===== src/rtl/proc_pkg.sv =====
// Shared definitions of the five-stage core
// Word-addressed memories, 32-bit instruction words with 5-bit opcodes
// An all-zero word is add r0, r0, r0 and serves as the pipeline bubble
package proc_pkg;

    localparam int XLEN   = 32;
    localparam int REG_AW = 5;
    localparam int OP_W   = 5;

    localparam logic [OP_W-1:0] OP_RTYPE = 5'b00000;
    localparam logic [OP_W-1:0] OP_J     = 5'b00001;
    localparam logic [OP_W-1:0] OP_BNE   = 5'b00010;
    localparam logic [OP_W-1:0] OP_ADDI  = 5'b00101;
    localparam logic [OP_W-1:0] OP_BLT   = 5'b00110;
    localparam logic [OP_W-1:0] OP_SW    = 5'b00111;
    localparam logic [OP_W-1:0] OP_LW    = 5'b01000;

    localparam logic [OP_W-1:0] ALU_ADD = 5'd0;
    localparam logic [OP_W-1:0] ALU_SUB = 5'd1;
    localparam logic [OP_W-1:0] ALU_AND = 5'd2;
    localparam logic [OP_W-1:0] ALU_OR  = 5'd3;
    localparam logic [OP_W-1:0] ALU_SLL = 5'd4;
    localparam logic [OP_W-1:0] ALU_SRA = 5'd5;

    // One word, three formats
    typedef union packed {
        struct packed {
            logic [OP_W-1:0]   opcode;
            logic [REG_AW-1:0] rd;
            logic [REG_AW-1:0] rs;
            logic [REG_AW-1:0] rt;
            logic [4:0]        shamt;
            logic [OP_W-1:0]   alu_op;
            logic [1:0]        zero;
        } r;
        struct packed {
            logic [OP_W-1:0]   opcode;
            logic [REG_AW-1:0] rd;
            logic [REG_AW-1:0] rs;
            logic [16:0]       imm;     // Signed, sign-extended in decode
        } i;
        struct packed {
            logic [OP_W-1:0]   opcode;
            logic [26:0]       target;  // Absolute word address
        } j;
    } instr_u;

    typedef enum logic [1:0] {
        FWD_REG = 2'd0,  // Value read in decode
        FWD_MEM = 2'd1,  // Result held in X/M
        FWD_WB  = 2'd2   // Data on the retire port
    } fwd_sel_e;

endpackage


===== src/rtl/reg_file.sv =====
// 32 x 32 register file, register 0 reads as zero
// Same-cycle write data is passed through to both reads
`timescale 1ns/1ps
module reg_file (
    input  logic                        clock_i,
    input  logic                        rst_n_i,
    input  logic [proc_pkg::REG_AW-1:0] ra_i,
    input  logic [proc_pkg::REG_AW-1:0] rb_i,
    output logic [proc_pkg::XLEN-1:0]   rdata_a_o,
    output logic [proc_pkg::XLEN-1:0]   rdata_b_o,
    input  logic                        we_i,
    input  logic [proc_pkg::REG_AW-1:0] wa_i,
    input  logic [proc_pkg::XLEN-1:0]   wdata_i
);

    logic [proc_pkg::XLEN-1:0] regs [32];

    always_ff @(posedge clock_i) begin
        if (!rst_n_i) begin
            for (int i = 0; i < 32; i++) begin
                regs[i] <= '0;
            end
        end else if (we_i && wa_i != '0) begin  // r0 stays zero
            regs[wa_i] <= wdata_i;
        end
    end

    assign rdata_a_o = (ra_i == '0) ? '0 : (we_i && wa_i == ra_i) ? wdata_i : regs[ra_i];
    assign rdata_b_o = (rb_i == '0) ? '0 : (we_i && wa_i == rb_i) ? wdata_i : regs[rb_i];

endmodule


===== src/rtl/alu.sv =====
// Six-operation ALU with compare flags for the branches
// less_than_o is a signed compare of a_i with b_i
`timescale 1ns/1ps
module alu (
    input  logic [proc_pkg::XLEN-1:0] a_i,
    input  logic [proc_pkg::XLEN-1:0] b_i,
    input  logic [proc_pkg::OP_W-1:0] op_i,
    input  logic [4:0]                shamt_i,
    output logic [proc_pkg::XLEN-1:0] result_o,
    output logic                      not_equal_o,
    output logic                      less_than_o
);

    always_comb begin
        case (op_i)
            proc_pkg::ALU_ADD: result_o = a_i + b_i;
            proc_pkg::ALU_SUB: result_o = a_i - b_i;
            proc_pkg::ALU_AND: result_o = a_i & b_i;
            proc_pkg::ALU_OR:  result_o = a_i | b_i;
            proc_pkg::ALU_SLL: result_o = a_i << shamt_i;
            proc_pkg::ALU_SRA: result_o = $signed(a_i) >>> shamt_i;  // Keeps the sign
            default:           result_o = '0;                        // Unused codes
        endcase
    end

    assign not_equal_o = (a_i != b_i);
    assign less_than_o = ($signed(a_i) < $signed(b_i));

endmodule


===== src/rtl/hazard_unit.sv =====
// Bypass selection, load-use stall and flush on redirect
// Only rd/rs/rt fields and opcodes of the four stages are inspected
`timescale 1ns/1ps
module hazard_unit (
    input  proc_pkg::instr_u   d_instr_i,
    input  proc_pkg::instr_u   x_instr_i,
    input  proc_pkg::instr_u   m_instr_i,
    input  proc_pkg::instr_u   w_instr_i,
    input  logic               redirect_i,
    output logic               stall_o,
    output logic               flush_o,
    output proc_pkg::fwd_sel_e fwd_a_o,
    output proc_pkg::fwd_sel_e fwd_b_o,
    output logic               store_fwd_o
);

    logic [proc_pkg::REG_AW-1:0] x_src_b;
    logic [proc_pkg::REG_AW-1:0] d_src_b;
    logic                        d_uses_a;
    logic                        d_uses_b;

    // Instruction writes a nonzero register
    function automatic logic writes_reg(input proc_pkg::instr_u ins);
        writes_reg = (ins.r.opcode == proc_pkg::OP_RTYPE || ins.r.opcode == proc_pkg::OP_ADDI
                      || ins.r.opcode == proc_pkg::OP_LW) && (ins.r.rd != '0);
    endfunction

    // Youngest producer wins
    function automatic proc_pkg::fwd_sel_e pick(input logic [proc_pkg::REG_AW-1:0] src,
                                                input proc_pkg::instr_u m,
                                                input proc_pkg::instr_u w);
        if (writes_reg(m) && m.r.rd == src) begin
            pick = proc_pkg::FWD_MEM;
        end else if (writes_reg(w) && w.r.rd == src) begin
            pick = proc_pkg::FWD_WB;
        end else begin
            pick = proc_pkg::FWD_REG;
        end
    endfunction

    // Operand B is rt for register format, rd otherwise (branch compare, store data)
    assign x_src_b = (x_instr_i.r.opcode == proc_pkg::OP_RTYPE) ? x_instr_i.r.rt : x_instr_i.r.rd;
    assign d_src_b = (d_instr_i.r.opcode == proc_pkg::OP_RTYPE) ? d_instr_i.r.rt : d_instr_i.r.rd;

    assign fwd_a_o = pick(x_instr_i.r.rs, m_instr_i, w_instr_i);
    assign fwd_b_o = pick(x_src_b, m_instr_i, w_instr_i);

    assign d_uses_a = (d_instr_i.r.opcode != proc_pkg::OP_J);
    assign d_uses_b = (d_instr_i.r.opcode == proc_pkg::OP_RTYPE)
                   || (d_instr_i.r.opcode == proc_pkg::OP_BNE)
                   || (d_instr_i.r.opcode == proc_pkg::OP_BLT);  // sw data is fixed up in M

    assign stall_o = (x_instr_i.r.opcode == proc_pkg::OP_LW) && (x_instr_i.r.rd != '0)
                  && ((d_uses_a && d_instr_i.r.rs == x_instr_i.r.rd)
                   || (d_uses_b && d_src_b == x_instr_i.r.rd));

    // Store right behind its data producer, incl. a load
    assign store_fwd_o = (m_instr_i.r.opcode == proc_pkg::OP_SW) && writes_reg(w_instr_i)
                      && (w_instr_i.r.rd == m_instr_i.r.rd);

    assign flush_o = redirect_i;  // Kills F/D and D/X on the next edge

endmodule


===== src/rtl/fetch_stage.sv =====
// Program counter and F/D register
// Redirect takes priority over stall, flush loads a bubble into F/D
`timescale 1ns/1ps
module fetch_stage (
    input  logic                      clock_i,
    input  logic                      rst_n_i,
    input  logic                      stall_i,
    input  logic                      flush_i,
    input  logic                      redirect_i,
    input  logic [proc_pkg::XLEN-1:0] redirect_pc_i,
    input  logic [proc_pkg::XLEN-1:0] q_imem_i,
    output logic [proc_pkg::XLEN-1:0] address_imem_o,
    output logic [proc_pkg::XLEN-1:0] fd_pc_o,
    output proc_pkg::instr_u          fd_instr_o
);

    logic [proc_pkg::XLEN-1:0] pc;

    assign address_imem_o = pc;

    always_ff @(posedge clock_i) begin
        if (!rst_n_i) begin
            pc <= '0;
        end else if (redirect_i) begin
            pc <= redirect_pc_i;      // Taken branch or jump
        end else if (!stall_i) begin
            pc <= pc + 1'b1;          // Word addressed
        end
    end

    always_ff @(posedge clock_i) begin
        if (!rst_n_i || flush_i) begin
            fd_instr_o <= '0;         // Bubble
        end else if (!stall_i) begin
            fd_instr_o <= q_imem_i;
        end
    end

    always_ff @(posedge clock_i) begin
        if (!stall_i) begin
            fd_pc_o <= pc;
        end
    end

endmodule


===== src/rtl/decode_stage.sv =====
// Register read addressing, immediate extension and D/X register
// Reads rs/rt for register format, rs/rd for all other formats
`timescale 1ns/1ps
module decode_stage (
    input  logic                        clock_i,
    input  logic                        rst_n_i,
    input  logic                        stall_i,
    input  logic                        flush_i,
    input  logic [proc_pkg::XLEN-1:0]   fd_pc_i,
    input  proc_pkg::instr_u            fd_instr_i,
    output logic [proc_pkg::REG_AW-1:0] ra_o,
    output logic [proc_pkg::REG_AW-1:0] rb_o,
    input  logic [proc_pkg::XLEN-1:0]   rdata_a_i,
    input  logic [proc_pkg::XLEN-1:0]   rdata_b_i,
    output logic [proc_pkg::XLEN-1:0]   dx_pc_o,
    output proc_pkg::instr_u            dx_instr_o,
    output logic [proc_pkg::XLEN-1:0]   dx_a_o,
    output logic [proc_pkg::XLEN-1:0]   dx_b_o,
    output logic [proc_pkg::XLEN-1:0]   dx_imm_o
);

    logic [proc_pkg::XLEN-1:0] imm;

    assign ra_o = fd_instr_i.r.rs;
    assign rb_o = (fd_instr_i.r.opcode == proc_pkg::OP_RTYPE) ? fd_instr_i.r.rt : fd_instr_i.r.rd;
    assign imm  = {{(proc_pkg::XLEN-17){fd_instr_i.i.imm[16]}}, fd_instr_i.i.imm};

    always_ff @(posedge clock_i) begin
        if (!rst_n_i || stall_i || flush_i) begin
            dx_instr_o <= '0;         // Bubble for load-use or redirect
        end else begin
            dx_instr_o <= fd_instr_i;
        end
    end

    always_ff @(posedge clock_i) begin
        dx_pc_o  <= fd_pc_i;
        dx_a_o   <= rdata_a_i;
        dx_b_o   <= rdata_b_i;
        dx_imm_o <= imm;
    end

endmodule


===== src/rtl/execute_stage.sv =====
// Operand bypass muxes, ALU, branch/jump resolution and X/M register
// Branches compare rd (operand B) against rs (operand A)
// Redirect is combinational and resolved in this stage only
`timescale 1ns/1ps
module execute_stage (
    input  logic                      clock_i,
    input  logic                      rst_n_i,
    input  logic [proc_pkg::XLEN-1:0] dx_pc_i,
    input  proc_pkg::instr_u          dx_instr_i,
    input  logic [proc_pkg::XLEN-1:0] dx_a_i,
    input  logic [proc_pkg::XLEN-1:0] dx_b_i,
    input  logic [proc_pkg::XLEN-1:0] dx_imm_i,
    input  proc_pkg::fwd_sel_e        fwd_a_i,
    input  proc_pkg::fwd_sel_e        fwd_b_i,
    input  logic [proc_pkg::XLEN-1:0] m_result_i,
    input  logic [proc_pkg::XLEN-1:0] w_data_i,
    output logic                      redirect_o,
    output logic [proc_pkg::XLEN-1:0] redirect_pc_o,
    output proc_pkg::instr_u          xm_instr_o,
    output logic [proc_pkg::XLEN-1:0] xm_result_o,
    output logic [proc_pkg::XLEN-1:0] xm_store_o
);

    logic [proc_pkg::OP_W-1:0] opcode;
    logic [proc_pkg::XLEN-1:0] a_val;
    logic [proc_pkg::XLEN-1:0] b_val;
    logic [proc_pkg::XLEN-1:0] alu_a;
    logic [proc_pkg::XLEN-1:0] alu_b;
    logic [proc_pkg::OP_W-1:0] alu_op;
    logic [proc_pkg::XLEN-1:0] alu_result;
    logic                      not_equal;
    logic                      less_than;

    function automatic logic [proc_pkg::XLEN-1:0] bypass(input proc_pkg::fwd_sel_e sel,
                                                         input logic [proc_pkg::XLEN-1:0] reg_val,
                                                         input logic [proc_pkg::XLEN-1:0] m_val,
                                                         input logic [proc_pkg::XLEN-1:0] w_val);
        case (sel)
            proc_pkg::FWD_MEM: bypass = m_val;
            proc_pkg::FWD_WB:  bypass = w_val;
            default:           bypass = reg_val;
        endcase
    endfunction

    assign opcode = dx_instr_i.r.opcode;
    assign a_val  = bypass(fwd_a_i, dx_a_i, m_result_i, w_data_i);
    assign b_val  = bypass(fwd_b_i, dx_b_i, m_result_i, w_data_i);

    always_comb begin
        alu_a  = a_val;
        alu_b  = b_val;
        alu_op = proc_pkg::ALU_ADD;
        case (opcode)
            proc_pkg::OP_RTYPE: alu_op = dx_instr_i.r.alu_op;
            proc_pkg::OP_BNE, proc_pkg::OP_BLT: begin
                alu_a  = b_val;             // rd
                alu_b  = a_val;             // rs
                alu_op = proc_pkg::ALU_SUB;
            end
            default: alu_b = dx_imm_i;      // addi and load/store address
        endcase
    end

    alu u_alu (
        .a_i        (alu_a),
        .b_i        (alu_b),
        .op_i       (alu_op),
        .shamt_i    (dx_instr_i.r.shamt),
        .result_o   (alu_result),
        .not_equal_o(not_equal),
        .less_than_o(less_than)
    );

    assign redirect_o = (opcode == proc_pkg::OP_J)
                     || (opcode == proc_pkg::OP_BNE && not_equal)
                     || (opcode == proc_pkg::OP_BLT && less_than);

    assign redirect_pc_o = (opcode == proc_pkg::OP_J)
                         ? {{(proc_pkg::XLEN-27){1'b0}}, dx_instr_i.j.target}
                         : dx_pc_i + 1'b1 + dx_imm_i;

    always_ff @(posedge clock_i) begin
        if (!rst_n_i) begin
            xm_instr_o <= '0;
        end else begin
            xm_instr_o <= dx_instr_i;
        end
    end

    always_ff @(posedge clock_i) begin
        xm_result_o <= alu_result;
        xm_store_o  <= b_val;               // Store data, may be patched in M
    end

endmodule


===== src/rtl/mem_wb_stage.sv =====
// Data memory drive, M/W register and writeback select
// Store data comes from writeback when store_fwd_i is set
`timescale 1ns/1ps
module mem_wb_stage (
    input  logic                        clock_i,
    input  logic                        rst_n_i,
    input  proc_pkg::instr_u            xm_instr_i,
    input  logic [proc_pkg::XLEN-1:0]   xm_result_i,
    input  logic [proc_pkg::XLEN-1:0]   xm_store_i,
    input  logic                        store_fwd_i,
    input  logic [proc_pkg::XLEN-1:0]   q_dmem_i,
    output logic [proc_pkg::XLEN-1:0]   address_dmem_o,
    output logic [proc_pkg::XLEN-1:0]   data_dmem_o,
    output logic                        wren_o,
    output proc_pkg::instr_u            w_instr_o,
    output logic                        wb_en_o,
    output logic [proc_pkg::REG_AW-1:0] wb_reg_o,
    output logic [proc_pkg::XLEN-1:0]   wb_data_o
);

    logic [proc_pkg::XLEN-1:0] mw_result;
    logic [proc_pkg::XLEN-1:0] mw_load;
    logic [proc_pkg::OP_W-1:0] w_op;

    assign address_dmem_o = xm_result_i;
    assign data_dmem_o    = store_fwd_i ? wb_data_o : xm_store_i;
    assign wren_o         = (xm_instr_i.r.opcode == proc_pkg::OP_SW);

    always_ff @(posedge clock_i) begin
        if (!rst_n_i) begin
            w_instr_o <= '0;
        end else begin
            w_instr_o <= xm_instr_i;
        end
    end

    always_ff @(posedge clock_i) begin
        mw_result <= xm_result_i;
        mw_load   <= q_dmem_i;              // Same-cycle read data
    end

    assign w_op      = w_instr_o.r.opcode;
    assign wb_en_o   = (w_op == proc_pkg::OP_RTYPE || w_op == proc_pkg::OP_ADDI
                        || w_op == proc_pkg::OP_LW) && (w_instr_o.r.rd != '0);
    assign wb_reg_o  = w_instr_o.r.rd;
    assign wb_data_o = (w_op == proc_pkg::OP_LW) ? mw_load : mw_result;

endmodule


===== src/rtl/processor.sv =====
// Five-stage pipelined core, memories stay outside
// Both memories must answer combinationally in the same cycle
// Retire port mirrors the register file write port
`timescale 1ns/1ps
module processor (
    input  logic                        clock_i,
    input  logic                        rst_n_i,
    output logic [proc_pkg::XLEN-1:0]   address_imem_o,
    input  logic [proc_pkg::XLEN-1:0]   q_imem_i,
    output logic [proc_pkg::XLEN-1:0]   address_dmem_o,
    output logic [proc_pkg::XLEN-1:0]   data_dmem_o,
    output logic                        wren_o,
    input  logic [proc_pkg::XLEN-1:0]   q_dmem_i,
    output logic                        wb_en_o,
    output logic [proc_pkg::REG_AW-1:0] wb_reg_o,
    output logic [proc_pkg::XLEN-1:0]   wb_data_o
);

    logic                        stall;
    logic                        flush;
    logic                        redirect;
    logic [proc_pkg::XLEN-1:0]   redirect_pc;
    proc_pkg::fwd_sel_e          fwd_a;
    proc_pkg::fwd_sel_e          fwd_b;
    logic                        store_fwd;
    logic [proc_pkg::XLEN-1:0]   fd_pc;
    proc_pkg::instr_u            fd_instr;
    logic [proc_pkg::REG_AW-1:0] ra;
    logic [proc_pkg::REG_AW-1:0] rb;
    logic [proc_pkg::XLEN-1:0]   rdata_a;
    logic [proc_pkg::XLEN-1:0]   rdata_b;
    logic [proc_pkg::XLEN-1:0]   dx_pc;
    proc_pkg::instr_u            dx_instr;
    logic [proc_pkg::XLEN-1:0]   dx_a;
    logic [proc_pkg::XLEN-1:0]   dx_b;
    logic [proc_pkg::XLEN-1:0]   dx_imm;
    proc_pkg::instr_u            xm_instr;
    logic [proc_pkg::XLEN-1:0]   xm_result;
    logic [proc_pkg::XLEN-1:0]   xm_store;
    proc_pkg::instr_u            w_instr;

    fetch_stage u_fetch (
        .clock_i(clock_i), .rst_n_i(rst_n_i), .stall_i(stall), .flush_i(flush),
        .redirect_i(redirect), .redirect_pc_i(redirect_pc), .q_imem_i(q_imem_i),
        .address_imem_o(address_imem_o), .fd_pc_o(fd_pc), .fd_instr_o(fd_instr)
    );

    decode_stage u_decode (
        .clock_i(clock_i), .rst_n_i(rst_n_i), .stall_i(stall), .flush_i(flush),
        .fd_pc_i(fd_pc), .fd_instr_i(fd_instr), .ra_o(ra), .rb_o(rb),
        .rdata_a_i(rdata_a), .rdata_b_i(rdata_b), .dx_pc_o(dx_pc), .dx_instr_o(dx_instr),
        .dx_a_o(dx_a), .dx_b_o(dx_b), .dx_imm_o(dx_imm)
    );

    execute_stage u_execute (
        .clock_i(clock_i), .rst_n_i(rst_n_i), .dx_pc_i(dx_pc), .dx_instr_i(dx_instr),
        .dx_a_i(dx_a), .dx_b_i(dx_b), .dx_imm_i(dx_imm), .fwd_a_i(fwd_a), .fwd_b_i(fwd_b),
        .m_result_i(xm_result), .w_data_i(wb_data_o), .redirect_o(redirect),
        .redirect_pc_o(redirect_pc), .xm_instr_o(xm_instr), .xm_result_o(xm_result),
        .xm_store_o(xm_store)
    );

    mem_wb_stage u_mem_wb (
        .clock_i(clock_i), .rst_n_i(rst_n_i), .xm_instr_i(xm_instr), .xm_result_i(xm_result),
        .xm_store_i(xm_store), .store_fwd_i(store_fwd), .q_dmem_i(q_dmem_i),
        .address_dmem_o(address_dmem_o), .data_dmem_o(data_dmem_o), .wren_o(wren_o),
        .w_instr_o(w_instr), .wb_en_o(wb_en_o), .wb_reg_o(wb_reg_o), .wb_data_o(wb_data_o)
    );

    hazard_unit u_hazard (
        .d_instr_i(fd_instr), .x_instr_i(dx_instr), .m_instr_i(xm_instr), .w_instr_i(w_instr),
        .redirect_i(redirect), .stall_o(stall), .flush_o(flush),
        .fwd_a_o(fwd_a), .fwd_b_o(fwd_b), .store_fwd_o(store_fwd)
    );

    // Written from the retire port
    reg_file u_reg_file (
        .clock_i(clock_i), .rst_n_i(rst_n_i), .ra_i(ra), .rb_i(rb),
        .rdata_a_o(rdata_a), .rdata_b_o(rdata_b),
        .we_i(wb_en_o), .wa_i(wb_reg_o), .wdata_i(wb_data_o)
    );

endmodule


===== config.mk =====
export PLATFORM = sky130hd
export DESIGN_NAME = processor
export DESIGN_NICKNAME = d
export VERILOG_FILES = /design/src/rtl/proc_pkg.sv /design/src/rtl/reg_file.sv /design/src/rtl/alu.sv /design/src/rtl/hazard_unit.sv /design/src/rtl/fetch_stage.sv /design/src/rtl/decode_stage.sv /design/src/rtl/execute_stage.sv /design/src/rtl/mem_wb_stage.sv /design/src/rtl/processor.sv
export SDC_FILE = /design/constraint.sdc
export NUM_CORES = 2
export LEC_CHECK = 0
export BUFFER_PORTS_ARGS = -buffer_cell sky130_fd_sc_hd__buf_2
export CAP_MARGIN = 15
export CORE_MARGIN = 2
export CORE_UTILIZATION = 25
export CTS_CLUSTER_SIZE = 25
export DETAILED_ROUTE_END_ITERATION = 10
export PLACE_DENSITY = 0.41
export SKIP_LAST_GASP = 1
export SLEW_MARGIN = 20
export SYNTH_ARGS = -nofsm -noshare
export SYNTH_HDL_FRONTEND = slang
export SYNTH_SLANG_ARGS = --single-unit

===== constraint.sdc =====
create_clock -name clock_i -period 12.2 [get_ports clock_i]
set_input_delay 0 -clock clock_i [delete_from_list [all_inputs] [get_ports clock_i]]
set_output_delay 0 -clock clock_i [all_outputs]
set_load 0.01 [all_outputs]

# Word-level counts from Yosys, hierarchy flattened
# Memories as Yosys holds them, arrays and structs flattened. A register that Yosys moved wholly into a read port is not among the register bits.
# Cells that the tools add are included.
# word_totals
memories,1
out_inout_bits,135
input_bits,66
reg_bits,433
wordCells,127
ram_bits,1024
# classes
n_mux,28
n_addsub,5
bitwise_logic,2
n_eq_ne,32
n_lt_le_gt_ge,1
n_reduce_logical,42
shifts,2
# mem_list
memory,depth,width,read_ports,rd_clocked_by_memory_dff,write_ports,line,text
u_reg_file.regs,32,32,2,1,32,reg_file.sv:16,logic [proc_pkg::XLEN-1:0] regs [32];
# ops
cell,count
32-bit two-way mux,9
32-bit one-hot mux with 2 select lines,3
32-bit one-hot mux with 6 select lines,1
32-bit by 1-bit adder with 32-bit output (second input constant),2
32-bit adder,2
5-bit equality test,9
5-bit by 3-bit equality test with 1-bit output (second input constant),7
5-bit zero test,7
32-bit AND,1
32-bit < comparator,1
32-bit != test,1
32-bit bitwise OR,1
32-bit OR reduction,1
32-bit by 5-bit << shifter with 32-bit output,1
32-bit by 5-bit >>> shifter with 32-bit output,1
32-bit subtractor,1
5-bit two-way mux,5
5-bit by 2-bit equality test with 1-bit output (second input constant),4
1-bit logical AND,17
5-bit by 4-bit equality test with 1-bit output (second input constant),3
5-bit nonzero test,3
1-bit logical OR,12
5-bit by 1-bit equality test with 1-bit output (second input constant),2
5-bit one-hot mux with 2 select lines,1
other kinds (8),17

# Depth between registers and ports, before layout
# depth
depth_word,16
depth_mapped,28

# Hierarchy
# A second synthesis with hierarchy kept.
# hier_totals
hier_cells,6854
area_unflattened_um2,81230.4
# by_module_without_submodules
mod,instances,seq_area_each_um2,area_each_um2,cells_each
reg_file,1,30749.5,54698.7,3744
alu,1,0.0,8373.0,1210
execute_stage,1,1921.8,6293.5,828
fetch_stage,1,2242.2,4092.7,384
mem_wb_stage,1,1921.8,3573.4,358
decode_stage,1,2902.8,3352.0,208
hazard_unit,1,0.0,847.1,122

# Worst setup path before layout
# OpenSTA, ideal clock, no wires.
# synth_timing
path_type,flip-flop to flip-flop
startpoint,register u_decode.dx_instr_o[30] (netlist name)
endpoint,register u_fetch.pc (netlist bit u_fetch.address_imem_o[26])
slack_ns,6.075
path_buffers,9
t_arrival_ns,6.002
path_stages_with_launch,26
required_ns,12.077
setup_ns,0.123
path_cell_list,dfxtp_1 or2_2 buf_2 nor2_1 nand2_1 clkbuf_1 clkbuf_1 buf_1 clkbuf_1 and3_1 clkbuf_1 clkbuf_1 a221o_1 ha_1 clkbuf_1 nor4_1 nand3_1 or2_2 or3_1 o21ai_0 nor2_1 a31oi_1 nand2_1 clkbuf_1 a311oi_1 nor3_1
# synth_between
elab_chain_len,14
# synth_rtl
item,line,text
"start, declared",decode_stage.sv:16,"output proc_pkg::instr_u dx_instr_o,"
"start signal, assigned",decode_stage.sv:32,dx_instr_o <= fd_instr_i;
"parallel branches: the longest is 14 deep, another holds 32-bit < comparator",-,
"end signal, assigned",fetch_stage.sv:25,pc <= redirect_pc_i;
"end signal, assigned",fetch_stage.sv:27,pc <= pc + 1'b1;
"end, declared",fetch_stage.sv:17,logic [proc_pkg::XLEN-1:0] pc;
# Several ways; the timed one is not identified.
# A chain may end at the register's enable or synchronous reset.

# Worst setup path in the final report
# layout_timing
startpoint,register u_mem_wb.w_instr_o[27] (netlist name)
endpoint,register u_fetch.pc (netlist bit u_fetch.address_imem_o[29])
# layout_between
elab_chain_len,15
# layout_rtl
item,line,text
"start, declared",mem_wb_stage.sv:15,"output proc_pkg::instr_u w_instr_o,"
"start signal, assigned",mem_wb_stage.sv:33,w_instr_o <= xm_instr_i;
"parallel branches: the longest is 13 deep, another holds 32-bit < comparator",-,
1-bit logical OR (*),execute_stage.sv:76,|| (opcode == proc_pkg::OP_BLT && less_than);
2-bit != test (no source line) or 32-bit two-way mux (tied branches),-,
# Every way passes the cells marked *.

==> metrics <==
status finished, final reports clean; final worst-path cycle share 69.01%; Most used DFF post-synth edfxtp_1; routed vias 67,500; IO Pins 201; endpoints failing setup 0; worst slew pin tran 1.299 ns; sequential cell area 38,980 sq um; crit start category register; Die Y 564.0 um; later-pin clock latency in the skew report 0.88 ns; Pwr Density 215.9 nW/um^2; post-route cell area 91,040 sq um; Syn-to-layout area delta 16.11%; Multi-input gate area 37,170 sq um; Congestion Overflow GR 0; Die X 564.0 um; CTS tree built; Post-Syn Instances 7,904; Hold Vio Cnt, Final 0; Detail Route Antenna Nets 0; TritonCTS Buffers 172; Synth Register Bits 1,418; clk sinks 1,418; wire per inst 32.01 um; total power 19,650 uW; largest net degree at the start of global routing 120; number of synthesized flops with an enable pin 1,056; H-tree depth 4; worst hold path class in2reg; Core Box Area 311,900 sq um; Yosys warning count 0; fin util 29.19%; Final HPWL DP 244,500 um; DR vias/cell 5.535; Fmax 118.8 MHz; Final Max Tran Viols 0; Cell Area, Synth 78,410 sq um; Critical Path End Type register; syn avg cell area 9.920 sq um; layout cells sized above 1 15.00%; Req. time, crit path 12.94 ns; count of nets after finishing 8,117; VDD IR max 0.1145 mV; row count 205; setup TNS 0 ns; Filler cells 32,380; First DRT Iteration DRCs 9,572; clk buf depth 4; Max-Cap Viols 0; placed cell area 84,450 sq um; first-pass GRT wire length 534,400 um; library cells used by synthesis 100; Static Leak 0.03328 uW; total track usage 23.76%; clock-pin slew on the worst setup and hold paths 0.06 ns; Starting Density 25.14%; final WL 390,300 um; die footprint 318,100 sq um; # DRC 0; GPL Wtd Cong 0.9586; Crit path arrival time 9.15 ns; critical path type reg2reg; number of global-route vias before repair 63,910; Hold WS 0.01202 ns; initial antenna violation count 37; register area share after synthesis 49.69%; ys async rst share 0%; Root Driver clkbuf_16; Final Critical Period 8.419 ns; Pre-Repair DR Iteration Count 7; RSZ-0062 raised after global routing no; max_slew headroom 10.91%; CP Max Fanout 34; clock skew 0.08259 ns; port bufs 200
metal layers:
layer / track usage [%] / up-vias / wire [um]
li1: - / 28600 / -
met1: 31.96 / 34140 / 161500
met2: 37.02 / 3980 / 173200
met3: 4.394 / 770 / 35250
met4: 10.68 / 8 / 20270
met5: 0 / - / 51
what timing repair did:
| item | CTS | global route |
|---|---|---|
| gates resized for setup | 0 | 0 |
| hold buffers | 114 | 0 |
| buffers inserted | 0 | 0 |
| hold endpoints to repair | 78 | 0 |
path summary, 6_finish.rpt:
kind | startpoint | depth (start not counted) | end | slack, ns
hold reg to reg | u_fetch.fd_pc_o[22] | 0 | u_decode.dx_pc_o[22] | 0.32
setup reg to reg | u_mem_wb.w_instr_o[27] | 23 | u_fetch.address_imem_o[29] | 3.78
hold / removal | q_imem_i[23] | 4 | u_fetch.fd_instr_o[23] | 0.01
setup / recovery | u_mem_wb.w_instr_o[27] | 23 | u_fetch.address_imem_o[29] | 3.78
cell type report:
cell class                      count  area share, %
Multi-Input combinational cell   5660          40.82
Sequential cell                  1418          42.81
Antenna cell                        7        0.01924
Clock buffer                      221          5.071
Clock inverter                     83         0.8727
Timing Repair Buffer              509          4.060
Tap cell                         4140          5.690
Inverter                          157         0.6487
through the flow:
step / setup WS [ns] / std cells
after floorplan: 6.075 / 7935
after global routing: 3.362 / 12190
after detailed placement: 3.719 / 11770
final: 3.781 / 12200
after global placement: 3.270 / 11770
after CTS: 3.668 / 12190
cells in the final DEF, fill, tap and decap left out, types with 22 or more instances in the layout:
cell type,count
a211oi_1,61
a21o_1,29
a21oi_1,293
a221o_1,33
a22oi_1,25
a311oi_1,133
a31oi_1,42
and2_1,62
and3_1,155
buf_2,199
buf_4,189
clkbuf_1,38
clkbuf_16,175
clkinv_1,28
clkinv_2,33
conb_1,32
dfxtp_1,354
dlygate4sd3_1,114
edfxtp_1,1056
ha_1,130
inv_1,142
mux2i_1,122
mux2i_4,39
mux4_2,338
nand2_1,1301
nand2_2,37
nand2_4,27
nand2b_1,28
nand3_1,480
nor2_1,1303
nor3_1,73
nor4_1,59
o211ai_1,35
o21a_1,23
o21ai_0,210
o21bai_1,22
o22ai_1,65
or3_1,26
xnor2_1,73
xor2_1,38
cell usage after synthesis, drive strengths merged (15+ instances only):
cell type,n,share of area (%)
nor3,79,0.51
a21o,29,0.28
mux4,338,9.7
o21ai,228,1.5
nor2b,17,0.14
o21a,27,0.26
nor2,1311,6.3
and2,64,0.51
clkbuf,572,2.7
a32o,20,0.26
o221ai,18,0.20
xor2,38,0.42
a221o,33,0.42
o21bai,22,0.21
a31oi,43,0.34
a311oi,133,1.5
or3,26,0.21
ha,130,2.1
a211oi,62,0.60
xnor2,73,0.82
mux2i,164,2.1
inv,153,0.73
nand2b,28,0.22
dfxtp,362,9.2
a222oi,15,0.19
nor4,66,0.55
o22ai,65,0.52
and3,156,1.2
buf,128,0.81
a22oi,25,0.24
o31ai,21,0.28
nand3,480,3.1
edfxtp,1056,40
mux2,23,0.33
nand2,1365,6.5
o2bb2ai,17,0.21
o211ai,35,0.34
a21oi,294,1.9
a221oi,23,0.28
kinds of logic after synthesis:
logic type | after synthesis | share of synthesized area, %
other | 1 | 0.004783
AO/OA/AOI/OAI | 1206 | 10.62
adder cells (fa/ha/maj) | 133 | 2.151
AND/OR/NAND/NOR | 3653 | 19.83
flip-flops | 1418 | 49.69
buffers and inverters | 857 | 4.299
XOR/XNOR | 111 | 1.240
multiplexers | 525 | 12.16
where the power goes:
part           total, uW  internal, uW  leakage (uW)  switching [uW]
clock network       5170          2980       0.00266            2190
registers           6210          5670        0.0140             543
logic               8270          2370        0.0167            5900
total              19700         11000        0.0333            8630
critical path: stages (launching register included):
cell	delay [ns]
dfxtp_1	0.36
nor4_1	0.09
nand2_4	0.36
buf_4	0.75
mux2i_4	0.33
buf_4	0.46
inv_1	0.19
mux2i_1	0.22
o21ai_0	0.15
a21oi_1	0.65
o21ai_1	0.55
ha_1	0.57
nor3_1	0.32
nand2_1	0.15
or2_2	0.32
or3_1	0.50
o21ai_0	0.26
nor2_1	0.10
a31oi_2	0.27
buf_4	0.31
nand2_1	0.48
nor2_1	0.47
nand3b_1	0.13
a31oi_1	0.17
registers in the layout, indices dropped and copies added (netlist names), named ones only:
| signal | flops |
|---|---|
| u_reg_file.regs | 1024 |
| u_decode.dx_a_o | 32 |
| u_decode.dx_b_o | 32 |
| u_decode.dx_instr_o | 32 |
| u_decode.dx_pc_o | 32 |
| u_execute.xm_result_o | 32 |
| u_execute.xm_store_o | 32 |
| u_fetch.address_imem_o | 32 |
| u_fetch.fd_instr_o | 32 |
| u_fetch.fd_pc_o | 32 |
| u_mem_wb.mw_load | 32 |
| u_mem_wb.mw_result | 32 |
| u_decode.dx_imm_o | 17 |
| u_execute.xm_instr_o | 10 |
| u_mem_wb.w_instr_o | 10 |
Note: power is estimated with default switching activity, not from simulation.
